`src/design/cr_pkg.sv`:
```
// Control-register package
// Register offsets, decoded register select, register layouts and reset
// values shared by the control-register block and its testbench

package cr_pkg;

    // ------------------------------------------------------------
    // Byte offsets of the ten registers
    // ------------------------------------------------------------
    localparam logic [31:0] CR_SEG7_0   = 32'h0000_0000;
    localparam logic [31:0] CR_SEG7_1   = 32'h0000_0004;
    localparam logic [31:0] CR_SEG7_2   = 32'h0000_0008;
    localparam logic [31:0] CR_SEG7_3   = 32'h0000_000C;
    localparam logic [31:0] CR_SEG7_4   = 32'h0000_0010;
    localparam logic [31:0] CR_SEG7_5   = 32'h0000_0014;
    localparam logic [31:0] CR_LED      = 32'h0000_0018;
    // Read-only from the core side
    localparam logic [31:0] CR_BUTTON_0 = 32'h0000_001C;
    localparam logic [31:0] CR_BUTTON_1 = 32'h0000_0020;
    localparam logic [31:0] CR_SWITCH   = 32'h0000_0024;

    // Decoded register select, one value per register
    typedef enum logic [3:0] {
        CR_SEL_SEG7_0,
        CR_SEL_SEG7_1,
        CR_SEL_SEG7_2,
        CR_SEL_SEG7_3,
        CR_SEL_SEG7_4,
        CR_SEL_SEG7_5,
        CR_SEL_LED,
        CR_SEL_BUTTON_0,
        CR_SEL_BUTTON_1,
        CR_SEL_SWITCH,
        CR_SEL_NONE
    } t_cr_sel;

    // ------------------------------------------------------------
    // Register layouts
    // ------------------------------------------------------------
    // Digit code: [3:0] hex value, [4] blank, [7] decimal point, [6:5] spare
    typedef struct packed {
        logic [7:0] seg7_0;
        logic [7:0] seg7_1;
        logic [7:0] seg7_2;
        logic [7:0] seg7_3;
        logic [7:0] seg7_4;
        logic [7:0] seg7_5;
        logic [9:0] led;
    } t_cr_rw;

    // Written by the board every cycle
    typedef struct packed {
        logic       button_0;
        logic       button_1;
        logic [9:0] switch;
    } t_cr_ro;

    // Blank digit, point off
    localparam logic [7:0] CR_SEG7_RESET = 8'h10;

    localparam t_cr_rw CR_RW_RESET = '{
        seg7_0: CR_SEG7_RESET,
        seg7_1: CR_SEG7_RESET,
        seg7_2: CR_SEG7_RESET,
        seg7_3: CR_SEG7_RESET,
        seg7_4: CR_SEG7_RESET,
        seg7_5: CR_SEG7_RESET,
        led:    10'd0
    };

    // Buttons released, switches low
    localparam t_cr_ro CR_RO_RESET = '{button_0: 1'b0, button_1: 1'b0, switch: 10'd0};

endpackage

```
`src/design/board_out_if.sv`:
```
// Board output registers
// Carries the six digit codes and the LED levels from the register
// file to the segment and LED driver

interface board_out_if;

    // Digit codes, same layout as the core-visible registers
    logic [7:0] seg7_0;
    logic [7:0] seg7_1;
    logic [7:0] seg7_2;
    logic [7:0] seg7_3;
    logic [7:0] seg7_4;
    logic [7:0] seg7_5;
    logic [9:0] led;

    modport mem (
        output seg7_0,
        output seg7_1,
        output seg7_2,
        output seg7_3,
        output seg7_4,
        output seg7_5,
        output led
    );

    modport drive (
        input seg7_0,
        input seg7_1,
        input seg7_2,
        input seg7_3,
        input seg7_4,
        input seg7_5,
        input led
    );

endinterface

```
`src/design/cr_bus_if.sv`:
```
// Decoded core access
// Carries the register select, store data and strobes from the access
// decoder to the register file, and the load data back

interface cr_bus_if;
    import cr_pkg::*;

    // Register select, CR_SEL_NONE for a dropped address
    t_cr_sel     sel;
    logic [31:0] wdata;
    logic        wren;
    logic        rden;
    // Registered load data, one cycle after rden
    logic [31:0] rdata;

    // Decoder side
    modport access (
        output sel,
        output wdata,
        output wren,
        output rden,
        input  rdata
    );

    // Register file side
    modport mem (
        input  sel,
        input  wdata,
        input  wren,
        input  rden,
        output rdata
    );

endinterface

```
`src/design/board_in_sync.sv`:
```
// Board input conditioning
// Two-flop synchronizer on all switch and button pins, active-low
// buttons turned active high and debounced, switches passed through

module board_in_sync #(
    parameter int DEBOUNCE_CYCLES = 16
) (
    input  logic           clk,
    input  logic           reset,
    input  logic           button_0_n,
    input  logic           button_1_n,
    input  logic [9:0]     switch,
    output cr_pkg::t_cr_ro board_in
);
    import cr_pkg::*;

    localparam int CNT_W = $clog2(DEBOUNCE_CYCLES + 1);

    // Synchronizer stages
    logic [1:0]       btn_meta_n;
    logic [1:0]       btn_sync_n;
    logic [9:0]       sw_meta;
    logic [9:0]       sw_sync;
    // Debounce state per button
    logic [1:0]       btn_level;
    logic [1:0]       btn_stable;
    logic [CNT_W-1:0] btn_cnt [2];

    // ------------------------------------------------------------
    // Two-flop synchronizer
    // ------------------------------------------------------------
    always_ff @(posedge clk) begin
        if (reset) begin
            // Released buttons sit high on the pins
            btn_meta_n <= 2'b11;
            btn_sync_n <= 2'b11;
            sw_meta    <= '0;
            sw_sync    <= '0;
        end else begin
            btn_meta_n <= {button_1_n, button_0_n};
            btn_sync_n <= btn_meta_n;
            sw_meta    <= switch;
            sw_sync    <= sw_meta;
        end
    end

    // Pressed reads as one from here on
    assign btn_level = ~btn_sync_n;

    // ------------------------------------------------------------
    // Debounce
    // ------------------------------------------------------------
    // New level accepted only after DEBOUNCE_CYCLES steady cycles
    always_ff @(posedge clk) begin
        for (int i = 0; i < 2; i++) begin
            if (reset) begin
                btn_cnt[i]    <= '0;
                btn_stable[i] <= 1'b0;
            end else if (btn_level[i] == btn_stable[i]) begin
                // Bounce back, restart the count
                btn_cnt[i] <= '0;
            end else if (btn_cnt[i] == CNT_W'(DEBOUNCE_CYCLES - 1)) begin
                btn_stable[i] <= btn_level[i];
                btn_cnt[i]    <= '0;
            end else begin
                btn_cnt[i] <= btn_cnt[i] + 1'b1;
            end
        end
    end

    assign board_in.button_0 = btn_stable[0];
    assign board_in.button_1 = btn_stable[1];
    assign board_in.switch   = sw_sync;

endmodule

```
`src/design/board_out_drive.sv`:
```
// Seven-segment and LED driver
// Turns each digit code into an active-low segment pattern with the
// decimal point on bit 7, and registers all board output pins

module board_out_drive (
    input  logic        clk,
    input  logic        reset,
    board_out_if.drive  board_out,
    output logic [7:0]  hex_0,
    output logic [7:0]  hex_1,
    output logic [7:0]  hex_2,
    output logic [7:0]  hex_3,
    output logic [7:0]  hex_4,
    output logic [7:0]  hex_5,
    output logic [9:0]  led
);

    // ------------------------------------------------------------
    // Digit code to pins
    // ------------------------------------------------------------
    // Segment order gfedcba, low lights the segment
    function automatic logic [7:0] digit_pins(input logic [7:0] code);
        logic [6:0] seg;
        case (code[3:0])
            4'h0: seg = 7'h40;
            4'h1: seg = 7'h79;
            4'h2: seg = 7'h24;
            4'h3: seg = 7'h30;
            4'h4: seg = 7'h19;
            4'h5: seg = 7'h12;
            4'h6: seg = 7'h02;
            4'h7: seg = 7'h78;
            4'h8: seg = 7'h00;
            4'h9: seg = 7'h10;
            4'hA: seg = 7'h08;
            4'hB: seg = 7'h03;
            4'hC: seg = 7'h46;
            4'hD: seg = 7'h21;
            4'hE: seg = 7'h06;
            default: seg = 7'h0E;
        endcase
        // Blank turns every segment off, point is independent
        if (code[4]) begin
            seg = 7'h7F;
        end
        return {~code[7], seg};
    endfunction

    // ------------------------------------------------------------
    // Output registers
    // ------------------------------------------------------------
    always_ff @(posedge clk) begin
        if (reset) begin
            // Dark display, LEDs off
            hex_0 <= 8'hFF;
            hex_1 <= 8'hFF;
            hex_2 <= 8'hFF;
            hex_3 <= 8'hFF;
            hex_4 <= 8'hFF;
            hex_5 <= 8'hFF;
            led   <= 10'd0;
        end else begin
            hex_0 <= digit_pins(board_out.seg7_0);
            hex_1 <= digit_pins(board_out.seg7_1);
            hex_2 <= digit_pins(board_out.seg7_2);
            hex_3 <= digit_pins(board_out.seg7_3);
            hex_4 <= digit_pins(board_out.seg7_4);
            hex_5 <= digit_pins(board_out.seg7_5);
            led   <= board_out.led;
        end
    end

endmodule

```
`src/design/cr_access.sv`:
```
// Core access decoder
// Maps the core load/store address onto a register select and passes
// data and strobes through; misaligned or unmapped offsets select nothing

module cr_access (
    input  logic [31:0] address,
    input  logic [31:0] data,
    input  logic        wren,
    input  logic        rden,
    output logic [31:0] q,
    cr_bus_if.access    bus
);
    import cr_pkg::*;

    t_cr_sel sel;

    // ------------------------------------------------------------
    // Address decode
    // ------------------------------------------------------------
    always_comb begin
        sel = CR_SEL_NONE;
        // Word access only
        if (address[1:0] == 2'b00) begin
            case (address)
                CR_SEG7_0:   sel = CR_SEL_SEG7_0;
                CR_SEG7_1:   sel = CR_SEL_SEG7_1;
                CR_SEG7_2:   sel = CR_SEL_SEG7_2;
                CR_SEG7_3:   sel = CR_SEL_SEG7_3;
                CR_SEG7_4:   sel = CR_SEL_SEG7_4;
                CR_SEG7_5:   sel = CR_SEL_SEG7_5;
                CR_LED:      sel = CR_SEL_LED;
                CR_BUTTON_0: sel = CR_SEL_BUTTON_0;
                CR_BUTTON_1: sel = CR_SEL_BUTTON_1;
                CR_SWITCH:   sel = CR_SEL_SWITCH;
                // Hole in the map
                default:     sel = CR_SEL_NONE;
            endcase
        end
    end

    // ------------------------------------------------------------
    // Bus side
    // ------------------------------------------------------------
    assign bus.sel   = sel;
    assign bus.wdata = data;
    assign bus.wren  = wren;
    assign bus.rden  = rden;

    // Load data is already registered in the file
    assign q = bus.rdata;

endmodule

```
`src/design/cr_mem.sv`:
```
// Control-register file
// Flop-based storage for the core-writable digit and LED registers and
// the board-written button and switch registers. Loads return one cycle
// after the request, with a bypass so a same-cycle store is seen.
// The writable registers are mirrored onto the board output interface.

module cr_mem (
    input  logic           clk,
    input  logic           reset,
    cr_bus_if.mem          bus,
    input  cr_pkg::t_cr_ro board_in,
    board_out_if.mem       board_out
);
    import cr_pkg::*;

    t_cr_rw      cr_rw;
    t_cr_rw      cr_rw_next;
    t_cr_ro      cr_ro;
    logic [31:0] pre_rdata;

    // ------------------------------------------------------------
    // Store path
    // ------------------------------------------------------------
    always_comb begin
        cr_rw_next = cr_rw;
        if (bus.wren) begin
            case (bus.sel)
                CR_SEL_SEG7_0: cr_rw_next.seg7_0 = bus.wdata[7:0];
                CR_SEL_SEG7_1: cr_rw_next.seg7_1 = bus.wdata[7:0];
                CR_SEL_SEG7_2: cr_rw_next.seg7_2 = bus.wdata[7:0];
                CR_SEL_SEG7_3: cr_rw_next.seg7_3 = bus.wdata[7:0];
                CR_SEL_SEG7_4: cr_rw_next.seg7_4 = bus.wdata[7:0];
                CR_SEL_SEG7_5: cr_rw_next.seg7_5 = bus.wdata[7:0];
                CR_SEL_LED:    cr_rw_next.led    = bus.wdata[9:0];
                // Read-only and unknown selects keep state
                default:       cr_rw_next = cr_rw;
            endcase
        end
    end

    always_ff @(posedge clk) begin
        if (reset) begin
            cr_rw <= CR_RW_RESET;
            cr_ro <= CR_RO_RESET;
        end else begin
            cr_rw <= cr_rw_next;
            // Board side rewrites every cycle
            cr_ro <= board_in;
        end
    end

    // ------------------------------------------------------------
    // Load path
    // ------------------------------------------------------------
    // Writable fields come from next state, giving load-after-store bypass
    always_comb begin
        pre_rdata = 32'd0;
        if (bus.rden) begin
            case (bus.sel)
                CR_SEL_SEG7_0:   pre_rdata = {24'd0, cr_rw_next.seg7_0};
                CR_SEL_SEG7_1:   pre_rdata = {24'd0, cr_rw_next.seg7_1};
                CR_SEL_SEG7_2:   pre_rdata = {24'd0, cr_rw_next.seg7_2};
                CR_SEL_SEG7_3:   pre_rdata = {24'd0, cr_rw_next.seg7_3};
                CR_SEL_SEG7_4:   pre_rdata = {24'd0, cr_rw_next.seg7_4};
                CR_SEL_SEG7_5:   pre_rdata = {24'd0, cr_rw_next.seg7_5};
                CR_SEL_LED:      pre_rdata = {22'd0, cr_rw_next.led};
                // Board registers
                CR_SEL_BUTTON_0: pre_rdata = {31'd0, cr_ro.button_0};
                CR_SEL_BUTTON_1: pre_rdata = {31'd0, cr_ro.button_1};
                CR_SEL_SWITCH:   pre_rdata = {22'd0, cr_ro.switch};
                default:         pre_rdata = 32'd0;
            endcase
        end
    end

    // Registered load data and board mirror
    always_ff @(posedge clk) begin
        if (reset) begin
            bus.rdata        <= 32'd0;
            board_out.seg7_0 <= CR_RW_RESET.seg7_0;
            board_out.seg7_1 <= CR_RW_RESET.seg7_1;
            board_out.seg7_2 <= CR_RW_RESET.seg7_2;
            board_out.seg7_3 <= CR_RW_RESET.seg7_3;
            board_out.seg7_4 <= CR_RW_RESET.seg7_4;
            board_out.seg7_5 <= CR_RW_RESET.seg7_5;
            board_out.led    <= CR_RW_RESET.led;
        end else begin
            bus.rdata        <= pre_rdata;
            board_out.seg7_0 <= cr_rw_next.seg7_0;
            board_out.seg7_1 <= cr_rw_next.seg7_1;
            board_out.seg7_2 <= cr_rw_next.seg7_2;
            board_out.seg7_3 <= cr_rw_next.seg7_3;
            board_out.seg7_4 <= cr_rw_next.seg7_4;
            board_out.seg7_5 <= cr_rw_next.seg7_5;
            board_out.led    <= cr_rw_next.led;
        end
    end

endmodule

```
`src/design/cr_top.sv`:
```
// Control-register block top level
// Memory-mapped digit and LED registers written by the core, button and
// switch registers written by the board. Connects the input conditioning,
// access decoder, register file and pin driver.

module cr_top #(
    parameter int DEBOUNCE_CYCLES = 16
) (
    input  logic        clk,
    input  logic        reset,
    // Core load/store port
    input  logic [31:0] address,
    input  logic [31:0] data,
    input  logic        wren,
    input  logic        rden,
    output logic [31:0] q,
    // Board inputs, buttons active low
    input  logic        button_0_n,
    input  logic        button_1_n,
    input  logic [9:0]  switch,
    // Board outputs, segments active low
    output logic [7:0]  hex_0,
    output logic [7:0]  hex_1,
    output logic [7:0]  hex_2,
    output logic [7:0]  hex_3,
    output logic [7:0]  hex_4,
    output logic [7:0]  hex_5,
    output logic [9:0]  led
);

    cr_pkg::t_cr_ro board_in;

    cr_bus_if    cr_bus ();
    board_out_if board_out ();

    // ------------------------------------------------------------
    // Input side
    // ------------------------------------------------------------
    board_in_sync #(
        .DEBOUNCE_CYCLES (DEBOUNCE_CYCLES)
    ) u_board_in_sync (
        .clk        (clk),
        .reset      (reset),
        .button_0_n (button_0_n),
        .button_1_n (button_1_n),
        .switch     (switch),
        .board_in   (board_in)
    );

    cr_access u_cr_access (
        .address (address),
        .data    (data),
        .wren    (wren),
        .rden    (rden),
        .q       (q),
        .bus     (cr_bus.access)
    );

    // ------------------------------------------------------------
    // Register file and output side
    // ------------------------------------------------------------
    cr_mem u_cr_mem (
        .clk       (clk),
        .reset     (reset),
        .bus       (cr_bus.mem),
        .board_in  (board_in),
        .board_out (board_out.mem)
    );

    board_out_drive u_board_out_drive (
        .clk       (clk),
        .reset     (reset),
        .board_out (board_out.drive),
        .hex_0     (hex_0),
        .hex_1     (hex_1),
        .hex_2     (hex_2),
        .hex_3     (hex_3),
        .hex_4     (hex_4),
        .hex_5     (hex_5),
        .led       (led)
    );

endmodule

```
`config.mk`:
```
export PLATFORM = sky130hd
export DESIGN_NAME = cr_top
export DESIGN_NICKNAME = d
export VERILOG_FILES = /design/src/design/cr_pkg.sv /design/src/design/board_out_if.sv /design/src/design/cr_bus_if.sv /design/src/design/board_in_sync.sv /design/src/design/board_out_drive.sv /design/src/design/cr_access.sv /design/src/design/cr_mem.sv /design/src/design/cr_top.sv
export SDC_FILE = /design/constraint.sdc
export NUM_CORES = 1
export LEC_CHECK = 0
export BUFFER_PORTS_ARGS = -buffer_cell sky130_fd_sc_hd__buf_2
export CAP_MARGIN = 15
export CORE_UTILIZATION = 55
export DETAILED_ROUTE_END_ITERATION = 12
export PLACE_DENSITY = 0.8
export SLEW_MARGIN = 0
export SYNTH_ARGS = -nofsm -noshare
export SYNTH_HDL_FRONTEND = slang
export SYNTH_SLANG_ARGS = --single-unit
```
`constraint.sdc`:
```
create_clock -name clk -period 2.2 [get_ports clk]
set_clock_uncertainty 0.2 [all_clocks]
set_input_delay 0.11 -clock clk [delete_from_list [all_inputs] [get_ports clk]]
set_output_delay 0.11 -clock clk [all_outputs]
set_load 0.02 [all_outputs]
```
==> summary.md <==
| Metric | Value |
|---|---|
| Die width | 124 um |
| Setup crit start | address[12] |
| Status | finished clean |
| Switch Pwr | 1510 uW |
| Starting Density | 56.4% |
| Post-Synthesis Cells | 838 |
| Final std cells w/o fill | 1228 |
| Count of flip-flops with a built-in enable after synthesis | 10 |
| Slew Limit Headroom | 64.1% |
| Clock root cell | clkbuf_16 |
| Via density | 5.53 |
| Gate power share | 5.4% |
| FF-to-FF setup slack | between 0.1 and 0.15 ns |
| Syn avg cell area | a little under 10 um2 |
| First-pass GRT wire length | between 30000 and 40000 um |
| Antenna Cells | 0 |
| Clk pwr share | 44.5% |
| Least-Margin Pin Slew | approximately 0.54 ns |
| Fill count | 1107 |
| Gpl congestion | 0.888 |
| Slew Limit Fails | 0 |
| Grt total ovfl | 0 |
| Placed Area | approximately 9300 um2 |
| Cell row count | 44 |
| Multi-input logic area | 4270 um2 |
| Final total power | around 6400 uW |
| CTS tree | done |
| Largest net degree at the start of global routing | 86 |
| Post-route setup slack | between 0.06 and 0.07 ns |
| Initial antenna violation count | 0 |
| Min-delay worst type | input pin to flip-flop |
| Register area | roughly 3600 um2 |
| DRT Wirelength | 19600 um |
| Endpoint type of the worst setup path | flip-flop |
| Post-synth design cell area | 8190 um2 |
| Fmax | around 470 MHz |
| DRC | 0 |
| Crit path time final | 2.14 ns |
| Longest Clk Path Bufs | 2 |
| Clk sinks | 174 |
| Design area | 10300 um2 |
| Fraction of layout cells with a size suffix above 1 | about a quarter |
| Required time worst endpoint | ~2.3 ns |
| Core area | 14500 um2 |
| Fin crit share | a little over nine tenths |
| DP Wirelength | 13000 um |
| Switch share | 23.4% |
| Clock buffer count from CTS | 17 |
| Total GRT Usage | 26.3% |
| End point of the critical path | u_cr_mem.cr_rw[9] |
| IO Port Bufs | 125 |
| Yosys reg bits | ~170 |
| Via count | 6786 |
| Reg2reg path depth | 5 |
| VDD IR max | 0.610 mV |
| Pwr per Cell Area | 624 nW/um2 |
| Crit-path max FO | 7 |
| Critical R2R Capture | u_board_out_drive.hex_4[3] |
| Sequential share of power | 50.1% |
| MaxCap Viol Count | 0 |
| Ys Warns | 0 |
| Routed Antenna Nets | 0 |
| Reg2Reg Launch Point | u_cr_mem.cr_rw[19] |
| Clk_lat worst skew | 0.43 ns |
| Nets | between 1000 and 1500 |
| FFs w/ async S/R, synth | 0% |
| Die span in y | 124 um |
| Leakage | roughly 0.0038 uW |
| Worst setup SP type | input pin |
| Top_reg_cell synth | dfxtp_1 |
| Critical setup path kind | input pin to flip-flop |
| Clk pin slew, worst setup/hold paths | 0.07 ns |
| Fin. Hold Viols | 0 |
| Pre-antenna DRT Iters | 6 |
| Vias in the first global route | 6230 |
| Unique masters post-synth | 57 |
| CP arrival | 2.26 ns |
| Layout Utilization | 70.9% |
| Pre-CTS WS | 0.0433 ns |
| I/O Pins | 170 |
| Die area | approximately 15000 um2 |
| Part of the Yosys area used for sequential elements | 43.7% |
| DP Cell Count | 1151 |
| Cell Int Power | 4930 uW |
| Layout area overhead | 25.7% |
| Drt initial violations | 573 |
| Setup violators final | 0 |
| H-tree lvl count | 4 |
| Per-cell routed wire length | 16.0 um |
## worst min path at each step
stage	startpoint	endpoint	slack, ns	cells past startpoint
finish	wren	u_cr_mem.bus.rdata[2]	0.07	4
global route	wren	u_cr_mem.bus.rdata[4]	0.1	4
CTS	wren	u_cr_mem.bus.rdata[2]	0.04	4
detailed placement	button_1_n	u_board_in_sync.btn_meta_n[1]	0.09	2
global placement	button_0_n	u_board_in_sync.btn_meta_n[0]	0.09	2
floorplan	button_0_n	u_board_in_sync.btn_meta_n[0]	0.01	1
## flip-flops by register name, indices dropped and copies added, names as in the netlist
name,count
u_board_in_sync.sw_meta,10
u_cr_mem.board_out.seg7_0,8
u_cr_mem.board_out.seg7_1,8
u_board_in_sync.btn_meta_n,2
u_board_out_drive.hex_4,8
u_board_out_drive.hex_0,8
u_board_in_sync.btn_sync_n,2
u_cr_mem.cr_ro,12
u_board_out_drive.hex_1,8
u_cr_mem.board_out.seg7_2,8
u_board_out_drive.hex_2,8
u_board_out_drive.hex_3,8
u_cr_mem.cr_rw,34
u_board_in_sync.btn_cnt,10
u_board_in_sync.btn_stable,2
u_board_in_sync.sw_sync,10
u_board_out_drive.hex_5,8
u_cr_mem.bus.rdata,10
u_board_out_drive.led,10
## synthesized netlist by cell type, types with 3 or more instances
| cell type | n | area [um2] |
|---|---|---|
| a211oi_1 | 3 | 22.5 |
| a21boi_0 | 6 | 45.0 |
| a21o_1 | 4 | 30.0 |
| a21oi_1 | 3 | 15.0 |
| a222oi_1 | 7 | 70.1 |
| a22o_1 | 6 | 52.6 |
| a32oi_1 | 7 | 61.3 |
| and3_1 | 3 | 18.8 |
| buf_1 | 11 | 41.3 |
| buf_2 | 3 | 15.0 |
| buf_4 | 23 | 173 |
| clkbuf_1 | 38 | 143 |
| dfxtp_1 | 164 | 3280 |
| edfxtp_1 | 10 | 300 |
| ha_1 | 40 | 500 |
| inv_1 | 33 | 124 |
| mux2i_1 | 76 | 761 |
| mux4_2 | 6 | 135 |
| nand2_1 | 43 | 161 |
| nand2b_1 | 11 | 68.8 |
| nand3_1 | 24 | 120 |
| nand4_1 | 6 | 37.5 |
| nor2_1 | 84 | 315 |
| nor2b_1 | 54 | 338 |
| nor3_1 | 14 | 70.1 |
| nor4_1 | 17 | 106 |
| nor4_2 | 3 | 37.5 |
| nor4_4 | 9 | 191 |
| o2111ai_1 | 7 | 61.3 |
| o211ai_1 | 28 | 210 |
| o21ai_0 | 25 | 125 |
| o221ai_1 | 3 | 26.3 |
| o311ai_0 | 8 | 70.1 |
| o31a_1 | 10 | 87.6 |
| or2_2 | 4 | 25.0 |
| or3_1 | 10 | 62.6 |
| xor2_1 | 6 | 52.6 |
## per-layer routing
layer | part of all wire, % | track usage (%)
met1 | 43 | 33.5
met2 | 48 | 42.4
met3 | 6.2 | 5.77
met4 | 3.1 | 12.3
met5 | 0 | 0
## cell usage in the layout (no fill, tap or decap), types with 4 or more instances in the layout
cell / n
ha_1: 40
nor4_4: 12
edfxtp_1: 10
xor2_1: 6
nand3_1: 24
nand2b_1: 11
mux2i_1: 76
nor4_1: 13
nor3_1: 14
clkinvlp_4: 4
o21ai_0: 25
inv_6: 5
mux4_2: 6
dlygate4sd3_1: 35
nor4_2: 4
o311ai_0: 8
o31a_1: 10
or2_2: 4
buf_2: 124
nand2_1: 43
a21o_1: 4
buf_12: 6
a21boi_0: 6
clkbuf_16: 18
or3_1: 10
o2111ai_1: 7
nor2b_1: 54
dfxtp_1: 164
a22o_1: 6
a222oi_1: 7
buf_4: 52
a32oi_1: 7
conb_1: 32
nor2_1: 84
o211ai_1: 28
nand4_1: 6
inv_1: 33
## kinds of logic after synthesis
| group | Yosys count | share of synthesized area, % |
|---|---|---|
| adders and majority gates | 40 | 6.11 |
| other | 2 | 0.0917 |
| muxes | 84 | 11.2 |
| xor gates and xnor gates | 8 | 0.855 |
| AOI/OAI and AO/OA | 125 | 11.5 |
| DFF | 174 | 43.7 |
| buffers and inverters | 111 | 6.28 |
| and+or+nand+nor | 294 | 20.3 |
## final cells by class
| class | count | share of cell area (%) |
|---|---|---|
| multi-input combinational | 583 | 41.4 |
| tap | 184 | 2.23 |
| sequential | 174 | 34.8 |
| clock buffer | 19 | 4.20 |
| timing repair buffer | 220 | 14.8 |
| inverter | 35 | 1.28 |
| clock inverter | 13 | 1.25 |
## worst max-delay path, stage by stage
cell           delay [ns]
buf_2                0.10
nor4_2               0.27
nand4_1              0.24
clkbuf_16            0.25
nor4_4               0.28
buf_4                0.19
mux2i_1              0.18
nor2_1               0.06
dlygate4sd3_1        0.57
## power by group through the flow
stage / Clock, uW / Combinational [uW] / Sequential, uW
finish: 2860 / 346 / 3220
global route: 3050 / 373 / 3220
CTS: 2920 / 329 / 3220
detailed placement: 0 / 284 / 3290
global placement: 0 / 280 / 3290
floorplan: 0 / 201 / 3290
## through the flow
stage	TNS, ns	hold slack (ns)
finish	0	0.0720
global route	-0.0426	0.0956
CTS	0	0.0393
detailed placement	0	0.0940
global placement	0	0.0917
floorplan	0	0.0138
## timing repair
item,in CTS,in global routing
hold buffers,35,0
buffers inserted,0,8
hold endpoints to repair,93,0
resized for setup,0,7
setup endpoints to repair,0,3
Note: power is estimated with default switching activity, not from simulation.
